$ cat config.mk
export PLATFORM = sky130hd
export DESIGN_NAME = knightTour
export DESIGN_NICKNAME = d
export VERILOG_FILES = /design/src/knightPkg.sv /design/src/uartPkg.sv /design/src/cmdProc.sv /design/src/knightTour.sv /design/src/remoteLink.sv /design/src/uartRx.sv /design/src/uartTx.sv
export SDC_FILE = /design/constraint.sdc
export NUM_CORES = 1
export LEC_CHECK = 0
export ABC_AREA = 0
export BUFFER_PORTS_ARGS = -buffer_cell sky130_fd_sc_hd__buf_4
export CAP_MARGIN = 30
export CORE_ASPECT_RATIO = 1.75
export CORE_MARGIN = 8
export CORE_UTILIZATION = 66
export DETAILED_ROUTE_END_ITERATION = 8
export GPL_TIMING_DRIVEN = 1
export HOLD_SLACK_MARGIN = 0.02
export PLACE_DENSITY_LB_ADDON = 0.2
export SLEW_MARGIN = 5
export SYNTH_ARGS = -nofsm -noshare
export SYNTH_HDL_FRONTEND = slang
export SYNTH_SLANG_ARGS = --single-unit
$ cat constraint.sdc
create_clock -name clk -period 5.4 [get_ports clk]
set_clock_uncertainty 0.15 [all_clocks]
set_input_delay 0.54 -clock clk [delete_from_list [all_inputs] [get_ports clk]]
set_output_delay 0.54 -clock clk [all_outputs]
set_load 0.005 [all_outputs]
$ cat src/knightPkg.sv
package knightPkg;

  ////////////////////////////////////////////////////////////////////////////
  // Command encoding
  ////////////////////////////////////////////////////////////////////////////

  // Opcode sits in bits 15 to 12 of a command, other values are unknown
  typedef enum logic [3:0] {
    CAL_GYRO = 4'd2,
    MOVE     = 4'd4
  } opcode_t;

  // Heading codes carried in bits 11 to 4
  localparam logic [7:0] HEAD_NORTH = 8'h00;
  localparam logic [7:0] HEAD_WEST  = 8'h3F;
  localparam logic [7:0] HEAD_SOUTH = 8'h7F;
  localparam logic [7:0] HEAD_EAST  = 8'hBF;

  // Acknowledge bytes returned for each command
  localparam logic [7:0] ACK_POS = 8'hA5;
  localparam logic [7:0] ACK_NEG = 8'h5A;

  ////////////////////////////////////////////////////////////////////////////
  // Board and timing
  ////////////////////////////////////////////////////////////////////////////

  // The board spans coordinates 0 to BOARD_MAX on each axis
  localparam logic [2:0] BOARD_MAX = 3'd4;
  localparam logic [2:0] START_XX  = 3'd2;
  localparam logic [2:0] START_YY  = 3'd2;

  localparam int CAL_CYCLES  = 64;
  localparam int STEP_CYCLES = 16;

  // One timer serves both calibration and stepping, so it is sized for the longer
  localparam int TIMER_W = $clog2(CAL_CYCLES);
  localparam logic [TIMER_W-1:0] CAL_LAST  = TIMER_W'(CAL_CYCLES - 1);
  localparam logic [TIMER_W-1:0] STEP_LAST = TIMER_W'(STEP_CYCLES - 1);

  typedef enum logic [1:0] {ST_IDLE, ST_CAL, ST_MOVE, ST_RESP} procState_t;

endpackage

$ cat src/uartPkg.sv
package uartPkg;

  ////////////////////////////////////////////////////////////////////////////
  // Serial link timing for 8N1 frames
  ////////////////////////////////////////////////////////////////////////////

  // Clock cycles spent on each serial bit
  localparam int BAUD_DIV = 16;

  // Width of the bit-period counters in both directions
  localparam int BAUD_W = $clog2(BAUD_DIV);

  // Last count of a full bit period
  localparam logic [BAUD_W-1:0] BAUD_LAST = BAUD_W'(BAUD_DIV - 1);

  // Count at which the receiver sits in the middle of the start bit
  localparam logic [BAUD_W-1:0] BAUD_MID = BAUD_W'(BAUD_DIV / 2 - 1);

  // Receiver FSM states
  typedef enum logic [1:0] {RX_IDLE, RX_START, RX_DATA, RX_STOP} rxState_t;

  // Transmitter FSM
  typedef enum logic [1:0] {TX_IDLE, TX_START, TX_DATA, TX_STOP} txState_t;

endpackage

$ cat src/cmdProc.sv
`timescale 1ns/1ns

module cmdProc import knightPkg::*; (
  input  logic        clk,
  input  logic        reset,
  input  logic        cmdRdy,
  input  logic [15:0] cmd,
  output logic        sendResp,
  output logic [7:0]  resp,
  output logic        calDone,
  output logic        moving,
  output logic [7:0]  heading,
  output logic [2:0]  xx,
  output logic [2:0]  yy
);

  procState_t         state;
  opcode_t            op;
  logic [7:0]         cmdHead;
  logic [3:0]         cmdCount;
  logic               headOk;
  logic               onBoard;
  logic               moveOk;
  logic [TIMER_W-1:0] timer;
  logic [3:0]         remaining;

  // Split the command into its three fields
  assign op       = opcode_t'(cmd[15:12]);
  assign cmdHead  = cmd[11:4];
  assign cmdCount = cmd[3:0];

  ////////////////////////////////////////////////////////////////////////////
  // Move validation
  ////////////////////////////////////////////////////////////////////////////

  // Sums are taken at five bits so a long count cannot wrap back onto the board
  always_comb begin
    headOk  = 1'b1;
    onBoard = 1'b0;
    case (cmdHead)
      HEAD_NORTH: onBoard = (5'(yy) + 5'(cmdCount)) <= 5'(BOARD_MAX);
      HEAD_SOUTH: onBoard = cmdCount <= 4'(yy);
      HEAD_EAST:  onBoard = (5'(xx) + 5'(cmdCount)) <= 5'(BOARD_MAX);
      HEAD_WEST:  onBoard = cmdCount <= 4'(xx);
      default:    headOk = 1'b0;
    endcase
  end

  // Moves are only legal once the gyro has been calibrated
  assign moveOk = (op == MOVE) && calDone && headOk && onBoard && (cmdCount != 4'd0);

  ////////////////////////////////////////////////////////////////////////////
  // Command FSM
  ////////////////////////////////////////////////////////////////////////////

  always_ff @(posedge clk) begin
    if (reset) begin
      state     <= ST_IDLE;
      sendResp  <= 1'b0;
      calDone   <= 1'b0;
      moving    <= 1'b0;
      heading   <= HEAD_NORTH;
      xx        <= START_XX;
      yy        <= START_YY;
      timer     <= '0;
      remaining <= '0;
    end else begin
      sendResp <= 1'b0;
      case (state)
        ST_IDLE: begin
          if (cmdRdy) begin
            timer <= '0;
            if (op == CAL_GYRO) begin
              state <= ST_CAL;
            end else if (moveOk) begin
              heading   <= cmdHead;
              moving    <= 1'b1;
              remaining <= cmdCount;
              state     <= ST_MOVE;
            end else begin
              // Rejected commands are answered at once and change nothing
              resp     <= ACK_NEG;
              sendResp <= 1'b1;
            end
          end
        end
        ST_CAL: begin
          if (timer == CAL_LAST) begin
            calDone <= 1'b1;
            state   <= ST_RESP;
          end else begin
            timer <= timer + 1'b1;
          end
        end
        ST_MOVE: begin
          // One square per STEP_CYCLES along the latched heading
          if (timer == STEP_LAST) begin
            timer     <= '0;
            remaining <= remaining - 1'b1;
            case (heading)
              HEAD_NORTH: yy <= yy + 1'b1;
              HEAD_SOUTH: yy <= yy - 1'b1;
              HEAD_EAST:  xx <= xx + 1'b1;
              default:    xx <= xx - 1'b1;
            endcase
            if (remaining == 4'd1) begin
              moving <= 1'b0;
              state  <= ST_RESP;
            end
          end else begin
            timer <= timer + 1'b1;
          end
        end
        default: begin
          resp     <= ACK_POS;
          sendResp <= 1'b1;
          state    <= ST_IDLE;
        end
      endcase
    end
  end

endmodule

$ cat src/knightTour.sv
`timescale 1ns/1ns

module knightTour (
  input  logic       clk,
  input  logic       reset,
  input  logic       rx,
  output logic       tx,
  output logic       calDone,
  output logic       moving,
  output logic [7:0] heading,
  output logic [2:0] xx,
  output logic [2:0] yy
);

  // Command and response strobes between the link and the processor
  logic        cmdRdy;
  logic [15:0] cmd;
  logic        sendResp;
  logic [7:0]  resp;

  ////////////////////////////////////////////////////////////////////////////
  // Serial link to the host
  ////////////////////////////////////////////////////////////////////////////

  remoteLink u_link (
    .clk(clk), .reset(reset), .rx(rx), .sendResp(sendResp), .resp(resp),
    .tx(tx), .cmdRdy(cmdRdy), .cmd(cmd)
  );

  // Position and heading stand in for what the physics model would report
  cmdProc u_proc (
    .clk(clk), .reset(reset), .cmdRdy(cmdRdy), .cmd(cmd),
    .sendResp(sendResp), .resp(resp), .calDone(calDone), .moving(moving),
    .heading(heading), .xx(xx), .yy(yy)
  );

endmodule

$ cat src/remoteLink.sv
`timescale 1ns/1ns

module remoteLink (
  input  logic        clk,
  input  logic        reset,
  input  logic        rx,
  input  logic        sendResp,
  input  logic [7:0]  resp,
  output logic        tx,
  output logic        cmdRdy,
  output logic [15:0] cmd
);

  logic [7:0] rxData;
  logic       rxRdy;
  logic [7:0] highByte;
  logic       lowNext;
  logic [7:0] respReg;
  logic       respPending;
  logic       txStart;
  logic       txBusy;

  uartRx u_rx (.clk(clk), .reset(reset), .rx(rx), .data(rxData), .rdy(rxRdy));

  ////////////////////////////////////////////////////////////////////////////
  // Command assembly
  ////////////////////////////////////////////////////////////////////////////

  // The toggle says whether the next byte is the low half of a command
  always_ff @(posedge clk) begin
    if (reset) begin
      lowNext <= 1'b0;
      cmdRdy  <= 1'b0;
    end else begin
      cmdRdy <= rxRdy && lowNext;
      if (rxRdy) lowNext <= !lowNext;
    end
  end

  // High byte arrives first and waits here for its partner
  always_ff @(posedge clk) begin
    if (rxRdy && !lowNext) highByte <= rxData;
    if (rxRdy && lowNext) cmd <= {highByte, rxData};
  end

  ////////////////////////////////////////////////////////////////////////////
  // Response path
  ////////////////////////////////////////////////////////////////////////////

  // Hold one response until the transmitter is free
  always_ff @(posedge clk) begin
    if (reset) respPending <= 1'b0;
    else if (sendResp) respPending <= 1'b1;
    else if (txStart) respPending <= 1'b0;
  end

  always_ff @(posedge clk) begin
    if (sendResp) respReg <= resp;
  end

  assign txStart = respPending && !txBusy;

  uartTx u_tx (
    .clk(clk), .reset(reset), .start(txStart), .data(respReg), .tx(tx), .busy(txBusy)
  );

endmodule

$ cat src/uartRx.sv
`timescale 1ns/1ns

module uartRx import uartPkg::*; (
  input  logic       clk,
  input  logic       reset,
  input  logic       rx,
  output logic [7:0] data,
  output logic       rdy
);

  logic              rxMeta;
  logic              rxSync;
  logic              rxPrev;
  rxState_t          state;
  logic [BAUD_W-1:0] baudCnt;
  logic [2:0]        bitCnt;
  logic [7:0]        shiftReg;

  ////////////////////////////////////////////////////////////////////////////
  // Input synchronizer and start edge
  ////////////////////////////////////////////////////////////////////////////

  // The line idles high, so the flops come out of reset at one
  always_ff @(posedge clk) begin
    if (reset) begin
      rxMeta <= 1'b1;
      rxSync <= 1'b1;
      rxPrev <= 1'b1;
    end else begin
      rxMeta <= rx;
      rxSync <= rxMeta;
      rxPrev <= rxSync;
    end
  end

  ////////////////////////////////////////////////////////////////////////////
  // Bit sampling FSM
  ////////////////////////////////////////////////////////////////////////////

  always_ff @(posedge clk) begin
    if (reset) begin
      state   <= RX_IDLE;
      baudCnt <= '0;
      bitCnt  <= '0;
      rdy     <= 1'b0;
    end else begin
      rdy <= 1'b0;
      case (state)
        RX_IDLE: begin
          // A falling edge on the synchronized line marks a start bit
          if (rxPrev && !rxSync) begin
            baudCnt <= '0;
            state   <= RX_START;
          end
        end
        RX_START: begin
          // Recheck the line at mid start bit so a glitch is dropped
          if (baudCnt == BAUD_MID) begin
            baudCnt <= '0;
            bitCnt  <= '0;
            state   <= rxSync ? RX_IDLE : RX_DATA;
          end else begin
            baudCnt <= baudCnt + 1'b1;
          end
        end
        RX_DATA: begin
          // A full period after a mid-bit point lands on the next mid-bit point
          if (baudCnt == BAUD_LAST) begin
            baudCnt <= '0;
            bitCnt  <= bitCnt + 1'b1;
            if (bitCnt == 3'd7) state <= RX_STOP;
          end else begin
            baudCnt <= baudCnt + 1'b1;
          end
        end
        default: begin
          // Middle of the stop bit ends the frame
          if (baudCnt == BAUD_LAST) begin
            rdy   <= 1'b1;
            state <= RX_IDLE;
          end else begin
            baudCnt <= baudCnt + 1'b1;
          end
        end
      endcase
    end
  end

  // Bits arrive LSB first and enter at the top of the shift register
  always_ff @(posedge clk) begin
    if (state == RX_DATA && baudCnt == BAUD_LAST) shiftReg <= {rxSync, shiftReg[7:1]};
  end

  // The byte holds still from the last data bit until the next frame starts
  assign data = shiftReg;

endmodule

$ cat src/uartTx.sv
`timescale 1ns/1ns

module uartTx import uartPkg::*; (
  input  logic       clk,
  input  logic       reset,
  input  logic       start,
  input  logic [7:0] data,
  output logic       tx,
  output logic       busy
);

  txState_t          state;
  logic [BAUD_W-1:0] baudCnt;
  logic [2:0]        bitCnt;
  logic [9:0]        frame;
  logic              bitEnd;

  // Each bit is held for one full baud period
  assign bitEnd = (baudCnt == BAUD_LAST);

  ////////////////////////////////////////////////////////////////////////////
  // Frame timing FSM
  ////////////////////////////////////////////////////////////////////////////

  always_ff @(posedge clk) begin
    if (reset) begin
      state   <= TX_IDLE;
      baudCnt <= '0;
      bitCnt  <= '0;
      frame   <= '1;
    end else begin
      case (state)
        TX_IDLE: begin
          // Frame is stop bit, data LSB first, then start bit at the bottom
          if (start) begin
            frame   <= {1'b1, data, 1'b0};
            baudCnt <= '0;
            state   <= TX_START;
          end
        end
        TX_START, TX_DATA: begin
          if (bitEnd) begin
            baudCnt <= '0;
            frame   <= {1'b1, frame[9:1]};
            if (state == TX_START) begin
              bitCnt <= '0;
              state  <= TX_DATA;
            end else begin
              bitCnt <= bitCnt + 1'b1;
              if (bitCnt == 3'd7) state <= TX_STOP;
            end
          end else begin
            baudCnt <= baudCnt + 1'b1;
          end
        end
        default: begin
          // The stop bit is the last one on the line, and the shift has filled with ones
          if (bitEnd) state <= TX_IDLE;
          else baudCnt <= baudCnt + 1'b1;
        end
      endcase
    end
  end

  // The low bit of the frame is always the bit on the line
  assign tx   = frame[0];
  assign busy = (state != TX_IDLE);

endmodule
==> results of run 1 <==
[area by class of cell]
class	instances	area, um^2	area share
sequential	99	2340	0.446
multi-input combinational	340	2280	0.435
clock buffer	10	229	0.0436
timing repair buffer	19	143	0.0272
tap	86	108	0.0205
inverter	24	90.1	0.0172
clock inverter	6	56.3	0.0107
[state kept, by name, indices dropped and copies added (netlist names), 3 cells and up]
register	cells
u_link.u_rx.bitCnt	3
u_link.u_tx.bitCnt	3
u_link.u_rx.data	8
u_link.u_rx.baudCnt	4
u_link.highByte	8
u_link.u_tx.baudCnt	4
u_proc.heading	8
u_proc.timer	6
u_proc.xx	3
u_proc.remaining	4
u_link.cmd	16
u_link.u_tx.frame	9
u_proc.yy	3
[Yosys cell counts (3+ instances only)]
cell type,number
xor2_1,6
o21a_1,3
nand3_1,10
clkbuf_1,12
nor4_1,4
nor2b_1,7
nand4_1,4
nor3_1,8
nand2_1,39
and3_1,7
fa_1,4
o211ai_1,11
and2_1,7
nand2b_1,7
o21ai_0,13
o21ai_2,3
a31oi_1,6
ha_1,29
a21oi_1,38
and4_1,3
xnor2_1,9
edfxtp_1,36
or3_1,4
nor2_1,65
inv_1,22
dfxtp_1,63
mux2i_1,13
nor3b_1,7
[how the worst max path moves through the flow]
stage                             from  slack (ns)             end  depth (start not counted)
final                     u_proc.xx[0]        2.33  u_proc.resp[6]                          9
after floorplan           u_proc.xx[0]        2.61  u_proc.resp[5]                          9
after detailed placement  u_proc.xx[0]        2.35  u_proc.resp[6]                          9
after global routing      u_proc.xx[0]        2.08  u_proc.resp[6]                          9
after CTS                 u_proc.xx[0]        2.33  u_proc.resp[5]                          9
after global placement    u_proc.xx[0]        2.44  u_proc.resp[5]                          9
[critical path, delay by kind of cell, from the launching register on]
family | cells | cell delay (ns)
flops | 1 | 0.45
simple gates | 1 | 0.27
compound gates | 5 | 1.20
buf+inv | 1 | 0.06
fa+ha+maj | 2 | 0.60
[power by group through the flow]
| stage | clock network, mW | logic, mW | registers [mW] |
|---|---|---|---|
| 2_1_floorplan | 0 | 0.0600 | 0.805 |
| 3_3_place_gp | 0 | 0.0722 | 0.807 |
| 3_5_place_dp | 0 | 0.0754 | 0.808 |
| 4_1_cts | 0.621 | 0.0755 | 0.791 |
| 5_1_grt | 0.651 | 0.0876 | 0.792 |
| 6_report | 0.614 | 0.0745 | 0.790 |
[cells in the final DEF (no fill, tap or decap), types with 13 or more instances in the layout]
cell type,netlist,routed
a21oi_1,38,38
edfxtp_1,36,36
ha_1,29,29
dfxtp_1,63,63
nor2_1,65,65
buf_4,0,19
inv_1,22,22
o21ai_0,13,13
nand2_1,39,39
mux2i_1,13,13
[stage by stage]
stage	area (um^2)	power (mW)
finish	5250	1.48
global route	5250	1.53
CTS	5250	1.49
detailed placement	4960	0.883
global placement	4960	0.879
floorplan	4780	0.865
[per-layer routing]
layer | up-vias | part of all wire | global-route usage | wire length [um]
met5 | - | 0 | 0 | 0
met4 | 0 | 0.021 | 0.0787 | 192
met3 | 15 | 0.030 | 0.0412 | 274
met2 | 46 | 0.54 | 0.340 | 4940
met1 | 1647 | 0.41 | 0.202 | 3710
li1 | 1727 | - | - | -
[logic make-up after synthesis]
logic type | synth area share
compound gates | 0.146
flops | 0.490
simple gates | 0.182
xor+xnor | 0.0275
buf+inv | 0.0317
mux | 0.0296
fa+ha+maj | 0.0927
==> impl_metrics.py, run 1 <==
metrics = {
    "power_and_ir_drop": {
        "pwr_density_cell_nw_per_um2": 282,
        "p_int_mw": 1.13,
        "swShare": 0.236,
        "peakVddDrop_mv": 0.358,
        "p_leak_nw": 2.05,
        "seq_power_share": 0.535,
        "power_frac_clock": 0.415,
        "switching_power_mw": 0.348,
        "p_comb_frac": 0.050,
    },
    "setup_path": {
        "regToRegSetupSlack_ns": 2.33,
        "end_kind": "flop",
        "r2r-start": "u_proc.xx[0]",
        "cp_max_fo": 5,
        "cpPeakStageDelay_ns": 0.45,
        "reg2regPathDepth": 9,
        "worstReg2RegEnd": "u_proc.resp[6]",
        "worst_setup_path_start_kind": "flop",
        "arrival_ns": 2.94,
        "cp.required_ns": 5.27,
        "crit_chain": "ha_1 > inv_1 > fa_1 > a221o_1 > o2111ai_1 > o21ai_2 > o21ai_0 > a31oi_1 > nor3_1",
        "critPathKind": "reg -> reg",
        "cp_slowest_cell": "dfxtp_1",
    },
    "global_routing": {
        "grt_remaining_overflow": 0,
        "grt_usage": 0.188,
        "grt_start_max_net_pins": 45,
        "grt_pass1_wl_um": 15500,
        "first_global_vias": 3423,
        "antenna_found_initial": 0,
    },
    "cts": {
        "cts.clk_slew.worst_paths_ns": 0.08,
        "cts_buffers": 9,
        "cts_tree": "done",
        "cts_buffer_depth": 2,
        "insertion_delay_ns": 0.35,
        "postCtsSetupRepairBufs": 0,
        "post_cts_resized": 0,
        "holdBufCountCts": 0,
        "cts_max_level": 3,
        "cts_root_buf": "clkbuf_16",
        "cts.sinks": 99,
    },
    "timing": {
        "fin_crit_sh": 0.568,
        "whs_ns": 0.228,
        "worst_pin_slew_ns": 0.695,
        "max_freq_mhz": 326,
        "setup_ws_ns": 2.33,
        "period_minus_slack_ns": 3.07,
        "tns_ns": 0,
        "slew_headroom": 0.536,
        "setup_viol_count_final": 0,
        "final-hold-violation-count": 0,
        "maxSlewViolCount": 0,
        "rsz0062_at_grt": "no",
    },
    "detailed_routing": {
        "route.vias.total": 3435,
        "post_drt_via_cell_ratio": 5.88,
        "drt_iter0_drc": 195,
        "wire_per_inst_um": 15.6,
        "drcViolationCount": 0,
        "dr.pass1.iters": 4,
        "ant_nets": 0,
        "wl_um": 9110,
    },
    "cells_and_area": {
        "nNetsFinal": 529,
        "num_antenna_cells": 0,
        "fillers": 532,
        "syn_to_final_growth_pct": 9.93,
        "final_core_util": 0.736,
        "final_layout_size_suffix_gt1_frac": 0.0984,
        "fin_cells": 584,
    },
    "yosys": {
        "syn_area_um2": 4780,
        "ys_ff_latch": 99,
        "yosysTopAreaCell": "dfxtp_1",
        "async_reset_ff_frac": 0,
        "ys.flop_type": "dfxtp_1",
        "ys_seq_area_frac": 0.490,
        "synth_edf_count": 36,
        "synth_area_per_cell_um2": 10.0,
        "synthTopCellsByArea": "dfxtp_1 26%, edfxtp_1 23%, ha_1 7.6%",
        "synth_top_area_frac": 0.264,
        "syn_inst": 477,
        "synth.net_count": 513,
        "synth_warnings": 0,
        "ys_types": 58,
    },
    "placed_design": {
        "routabilityCongestion": 0.834,
        "dp_hpwl_um": 6720,
        "dp_cells": 568,
        "io_buffers": 19,
        "pre_cts_ws_ns": 2.35,
    },
    "run_status": {
        "outcome": "completed",
    },
    "min_path": {
        "worstHoldStart": "rx",
        "hold-path-cell-count": 2,
        "hold_path_end": "u_link.u_rx.rxMeta",
        "hp-class": "in -> reg",
    },
    "floorplan": {
        "start_util": 0.670,
        "die_h_um": 129,
        "rows": 41,
        "ios": 20,
        "core_region_area_um2": 7130,
        "die_width_um": 80.3,
        "fp.dieArea_um2": 10300,
    },
    "job": {
        "drv_cap": 0,
    },
}
Power figures use the tool's default switching activity.
==> run 2, diff against run 1 <==
CORE_UTILIZATION = 61   (was 66)
clock period = 3.05 ns   (was 5.4 ns; I/O delays follow)
==> impl_metrics.py, run 2 (same netlist as run 1, synthesis figures left out) <==
metrics = {
    "cells_and_area": {
        "top_register": "u_link.cmd",
        "nNetsFinal": 538,
        "layout_common_cells": "65 x nor2_1, 63 x dfxtp_1, 39 x nand2_1",
        "syn_to_final_growth_pct": 11.7,
        "reg.largest.list": "u_link.cmd: 16 flops, u_link.u_tx.frame: 9 flops",
        "fin_cells": 595,
        "largest_reg_flops": 16,
        "final_common_cell": "nor2_1",
        "final_layout_size_suffix_gt1_frac": 0.112,
        "fillers": 566,
        "num_antenna_cells": 0,
    },
    "power_and_ir_drop": {
        "pwr_density_cell_nw_per_um2": 494,
        "power_frac_clock": 0.417,
        "peakVddDrop_mv": 0.393,
        "p_comb_frac": 0.051,
        "seq_power_share": 0.531,
        "swShare": 0.238,
        "p_leak_nw": 2.10,
        "switching_power_mw": 0.626,
        "p_int_mw": 2.01,
    },
    "timing": {
        "tns_ns": 0,
        "final-hold-violation-count": 0,
        "maxSlewViolCount": 0,
        "slew_headroom": 0.534,
        "whs_ns": 0.254,
        "setup_ws_ns": 0.210,
        "rsz0062_at_grt": "no",
        "worst_pin_slew_ns": 0.698,
        "max_freq_mhz": 352,
        "fin_crit_sh": 0.931,
        "setup_viol_count_final": 0,
        "period_minus_slack_ns": 2.84,
    },
    "placed_design": {
        "routabilityCongestion": 0.870,
        "io_buffers": 19,
        "dp_hpwl_um": 6880,
        "dp_cells": 578,
        "pre_cts_ws_ns": 0.122,
    },
    "detailed_routing": {
        "wire_per_inst_um": 15.6,
        "route.vias.total": 3461,
        "post_drt_via_cell_ratio": 5.82,
        "drt_iter0_drc": 128,
        "drcViolationCount": 0,
        "dr.pass1.iters": 4,
        "wl_um": 9270,
        "ant_nets": 0,
    },
    "setup_path": {
        "end_kind": "flop",
        "critPathKind": "reg -> reg",
        "crit_buf_inv": 1,
        "cp_top_family": "compound AO/OA/AOI/OAI gates",
        "arrival_ns": 2.71,
        "crit_chain": "inv_1 > fa_1 > a221o_1 > o2111ai_1 > o21ai_2 > o21ai_1 > a31oi_1 > nor3_1",
        "r2r-start": "u_proc.xx[1]",
        "cp_max_fo": 4,
        "crit_start": "u_proc.xx[1]",
        "cp_slowest_cell": "fa_1",
        "cpPeakStageDelay_ns": 0.48,
        "worst_setup_path_start_kind": "flop",
        "cp.required_ns": 2.92,
    },
    "min_path": {
        "worstHoldStart": "reset",
        "hp-class": "in -> reg",
    },
    "floorplan": {
        "ios": 20,
        "die_h_um": 133,
        "core_region_area_um2": 7570,
        "die_width_um": 82.9,
        "rows": 42,
        "start_util": 0.631,
        "fp.dieArea_um2": 11000,
    },
    "global_routing": {
        "antenna_found_initial": 0,
        "grt_usage": 0.171,
        "grt_pass1_wl_um": 15700,
        "grt_start_max_net_pins": 45,
        "first_global_vias": 3519,
        "grt_remaining_overflow": 0,
    },
    "cts": {
        "cts_max_level": 3,
        "cts_tree": "done",
        "cts.sinks": 99,
        "insertion_delay_ns": 0.35,
        "cts_buffers": 9,
        "cts_root_buf": "clkbuf_16",
        "postCtsSetupRepairBufs": 0,
        "cts.clk_slew.worst_paths_ns": 0.07,
        "cts_buffer_depth": 2,
    },
    "run_status": {
        "outcome": "completed",
    },
    "job": {
        "drv_cap": 0,
    },
}
## run 2: changes by cell type in the layout (fill, tap and decap cells not counted), sizes merged
cell         change
buf              +8
clkbuf           -1
clkinv           +2
clkinvlp         -1
dlygate4sd3      +1
## run 2: layout make-up
type,count,area (um^2),share of cell area
sequential,99,2340,0.439
multi-input combinational,340,2280,0.428
clock buffer,9,225,0.0422
timing repair buffer,28,213,0.0399
tap,88,110,0.0206
inverter,24,90.1,0.0169
clock inverter,7,68.8,0.0129
## run 2: timing repair
action / 4_1_cts / 5_1_grt
gates resized for setup: 0 / 2
endpoints found under the setup margin: 0 / 4
hold buffers: 1 / 0
endpoints found under the hold margin: 1 / 0
## run 2: worst paths after layout
kind / cells after the start / slack, ns / to
worst min-delay path: 2 / 0.25 / u_link.u_tx.bitCnt[1]
worst min register to register: 1 / 0.26 / u_link.u_rx.rxSync
worst max-delay path: 8 / 0.21 / u_proc.resp[5]
worst max register to register: 8 / 0.21 / u_proc.resp[5]
## run 2: stage by stage
stage	power (mW)	cell area [um^2]	utilization
2_1_floorplan	1.53	4780	-
3_3_place_gp	1.56	5030	0.664
3_5_place_dp	1.56	5030	0.664
4_1_cts	2.66	5330	0.705
5_1_grt	2.73	5330	0.705
6_report	2.63	5330	0.705
## run 2: power groups by stage
stage	registers (mW)	clock network [mW]	logic, mW
final	1.40	1.10	0.135
after global routing	1.40	1.17	0.159
after CTS	1.40	1.12	0.136
after detailed placement	1.43	0	0.134
after global placement	1.43	0	0.131
after floorplan	1.43	0	0.106
## run 2: metal layers
layer	track usage	wire, um	part of all wire	vias up
met1	0.170	3590	0.39	1649
li1	-	-	-	1741
met3	0.0393	303	0.033	19
met4	0.0756	247	0.027	0
met2	0.323	5130	0.55	52
met5	0	0	0	-
==> run 3, diff against run 2 <==
ABC_AREA = 1   (was 0)
==> impl_metrics.py, run 3 <==
metrics = {
    "timing": {
        "maxSlewViolCount": 0,
        "final-hold-violation-count": 0,
        "tns_ns": 0,
        "slew_headroom": 0.566,
        "setup_viol_count_final": 0,
        "max_freq_mhz": 387,
        "worst_pin_slew_ns": 0.649,
        "fin_crit_sh": 0.848,
        "period_minus_slack_ns": 2.59,
        "rsz0062_at_grt": "no",
    },
    "global_routing": {
        "grt_start_max_net_pins": 35,
        "grt_usage": 0.169,
        "grt_pass1_wl_um": 15500,
        "first_global_vias": 3695,
        "grt_remaining_overflow": 0,
        "antenna_found_initial": 0,
    },
    "detailed_routing": {
        "ant_nets": 0,
        "wl_um": 9280,
        "wire_per_inst_um": 13.2,
        "route.vias.total": 3727,
        "drt_iter0_drc": 274,
        "post_drt_via_cell_ratio": 5.31,
        "drcViolationCount": 0,
        "dr.pass1.iters": 5,
    },
    "yosys": {
        "synthTopCellsByArea": "dfxtp_1 26%, edfxtp_1 22%, nand2_1 10%",
        "ys_seq_area_frac": 0.487,
        "ys_top_cells_by_count": "131 x nand2_1, 83 x inv_1, 78 x nor2_1, 63 x dfxtp_1, 36 x edfxtp_1",
        "yosysMostFrequentCell": "nand2_1",
        "synth_top_area_frac": 0.262,
        "syn_inst": 582,
        "synth_edf_count": 36,
        "async_reset_ff_frac": 0,
        "yosysTopAreaCell": "dfxtp_1",
        "synth_area_per_cell_um2": 8.26,
        "ys.flop_type": "dfxtp_1",
        "synth.net_count": 618,
        "synth_warnings": 0,
        "syn_area_um2": 4810,
        "ys_types": 38,
        "ys_ff_latch": 99,
    },
    "placed_design": {
        "dp_hpwl_um": 7000,
        "dp_cells": 685,
        "routabilityCongestion": 0.875,
        "io_buffers": 19,
    },
    "cells_and_area": {
        "final_common_cell": "nand2_1",
        "nNetsFinal": 643,
        "final_layout_size_suffix_gt1_frac": 0.0980,
        "syn_to_final_growth_pct": 10.9,
        "layout_common_cells": "131 x nand2_1, 83 x inv_1, 78 x nor2_1",
        "largest_reg_flops": 16,
        "top_register": "u_link.cmd",
        "fillers": 649,
        "num_antenna_cells": 0,
        "reg.largest.list": "u_link.cmd: 16 flops, u_link.u_tx.frame: 9 flops",
        "final_core_util": 0.684,
        "fin_cells": 702,
    },
    "floorplan": {
        "fp.dieArea_um2": 11100,
        "die_width_um": 83.1,
        "start_util": 0.617,
        "ios": 20,
        "die_h_um": 133,
        "rows": 43,
        "core_region_area_um2": 7800,
    },
    "setup_path": {
        "cp_slowest_cell": "fa_1",
        "cpPeakStageDelay_ns": 0.48,
        "end_kind": "flop",
        "reg2regPathDepth": 14,
        "crit_chain": "ha_1 > inv_1 > fa_1 > nand2_1 > nand3_1 > nand2_1 > inv_1 > nand2_1 > nor2_1 > nor2_1 > nand2_2 > nand4_2 > nor2_2 > nor2_1",
        "worstReg2RegEnd": "u_proc.heading[5]",
        "cp_max_fo": 11,
        "arrival_ns": 2.67,
        "critPathKind": "reg -> reg",
        "r2r-start": "u_proc.xx[0]",
        "cp.required_ns": 3.14,
        "regToRegSetupSlack_ns": 0.46,
        "worst_setup_path_start_kind": "flop",
    },
    "min_path": {
        "hp-class": "in -> reg",
        "hold_path_end": "u_link.respPending",
        "hold-path-cell-count": 2,
        "worstHoldStart": "reset",
    },
    "cts": {
        "cts.clk_slew.worst_paths_ns": 0.07,
        "cts_max_level": 3,
        "postCtsSetupRepairBufs": 0,
        "cts_tree": "done",
        "cts.sinks": 99,
        "cts_buffer_depth": 2,
        "insertion_delay_ns": 0.35,
        "cts_root_buf": "clkbuf_16",
        "cts_buffers": 9,
    },
    "run_status": {
        "outcome": "completed",
    },
    "power_and_ir_drop": {
        "total_power_mw": 3.04,
        "peakVddDrop_mv": 0.571,
        "pwr_density_cell_nw_per_um2": 570,
        "p_leak_nw": 2.35,
    },
    "job": {
        "drv_cap": 0,
    },
}
==> run 3: cell types whose count changed after synthesis, sizes merged, moves of 9 or more <==
cell	previous run	this run
a21oi	40	31
inv	22	85
mux2i	13	0
nand2	39	136
nand3	10	20
nor2	65	84
o21ai	16	30
==> run 3: how the worst max path moves through the flow <==
stage | start | endpoint | cells after the start
floorplan | u_proc.xx[0] | u_proc.resp[5] | 14
global placement | u_proc.xx[0] | u_proc.heading[0] | 14
detailed placement | u_proc.xx[0] | u_proc.heading[5] | 14
CTS | u_proc.xx[0] | u_proc.heading[5] | 14
global route | u_proc.xx[0] | u_proc.heading[4] | 14
finish | u_proc.xx[0] | u_proc.heading[5] | 14
==> run 3: report_power, final <==
part / total [mW] / switching, mW / internal [mW]
registers: 1.47 / 0.0409 / 1.43
clock network: 1.09 / 0.522 / 0.566
logic: 0.478 / 0.316 / 0.162
==> run 3: worst max-delay path: cells and delay by family, from the launching register on <==
kind                     cells  cell delay, ns
AND/OR/NAND/NOR             10            1.07
adder cells (fa/ha/maj)      2            0.70
flip-flops                   1            0.46
buffers and inverters        2            0.09
==> run 3: per-layer routing <==
metal | part of all wire | GRT usage
met5 | 0 | 0
met4 | 0.036 | 0.102
met3 | 0.030 | 0.0379
met2 | 0.54 | 0.323
met1 | 0.39 | 0.154
==> run 3: timing repair <==
| item | CTS | global route |
|---|---|---|
| hold buffers | 1 | 0 |
| endpoints found under the hold margin | 1 | 0 |
| resized for setup | 0 | 0 |
==> run 3: through the flow <==
step	worst slack, ns	area [um^2]	hold WS, ns
global placement	0.616	5040	0.246
CTS	0.464	5330	0.159
finish	0.463	5330	0.163
global route	0.263	5330	0.182
floorplan	0.816	4810	0.239
detailed placement	0.496	5040	0.250
==> run 3: cells by family after synthesis <==
kind of cell               count (synthesis)  share of synthesized area
adders and majority gates                 33                     0.0921
AOI/OAI and AO/OA                         77                     0.0884
xor gates and xnor gates                   6                     0.0109
and+or+nand+nor                          273                      0.246
DFF                                       99                      0.487
buffers and inverters                     94                     0.0754
==> run 3: area by class of cell <==
type,instances,area (um^2),area share
sequential,99,2340,0.439
multi-input combinational,389,2100,0.395
inverter,86,323,0.0605
clock buffer,9,225,0.0422
timing repair buffer,22,168,0.0314
tap,90,113,0.0211
clock inverter,7,57.6,0.0108
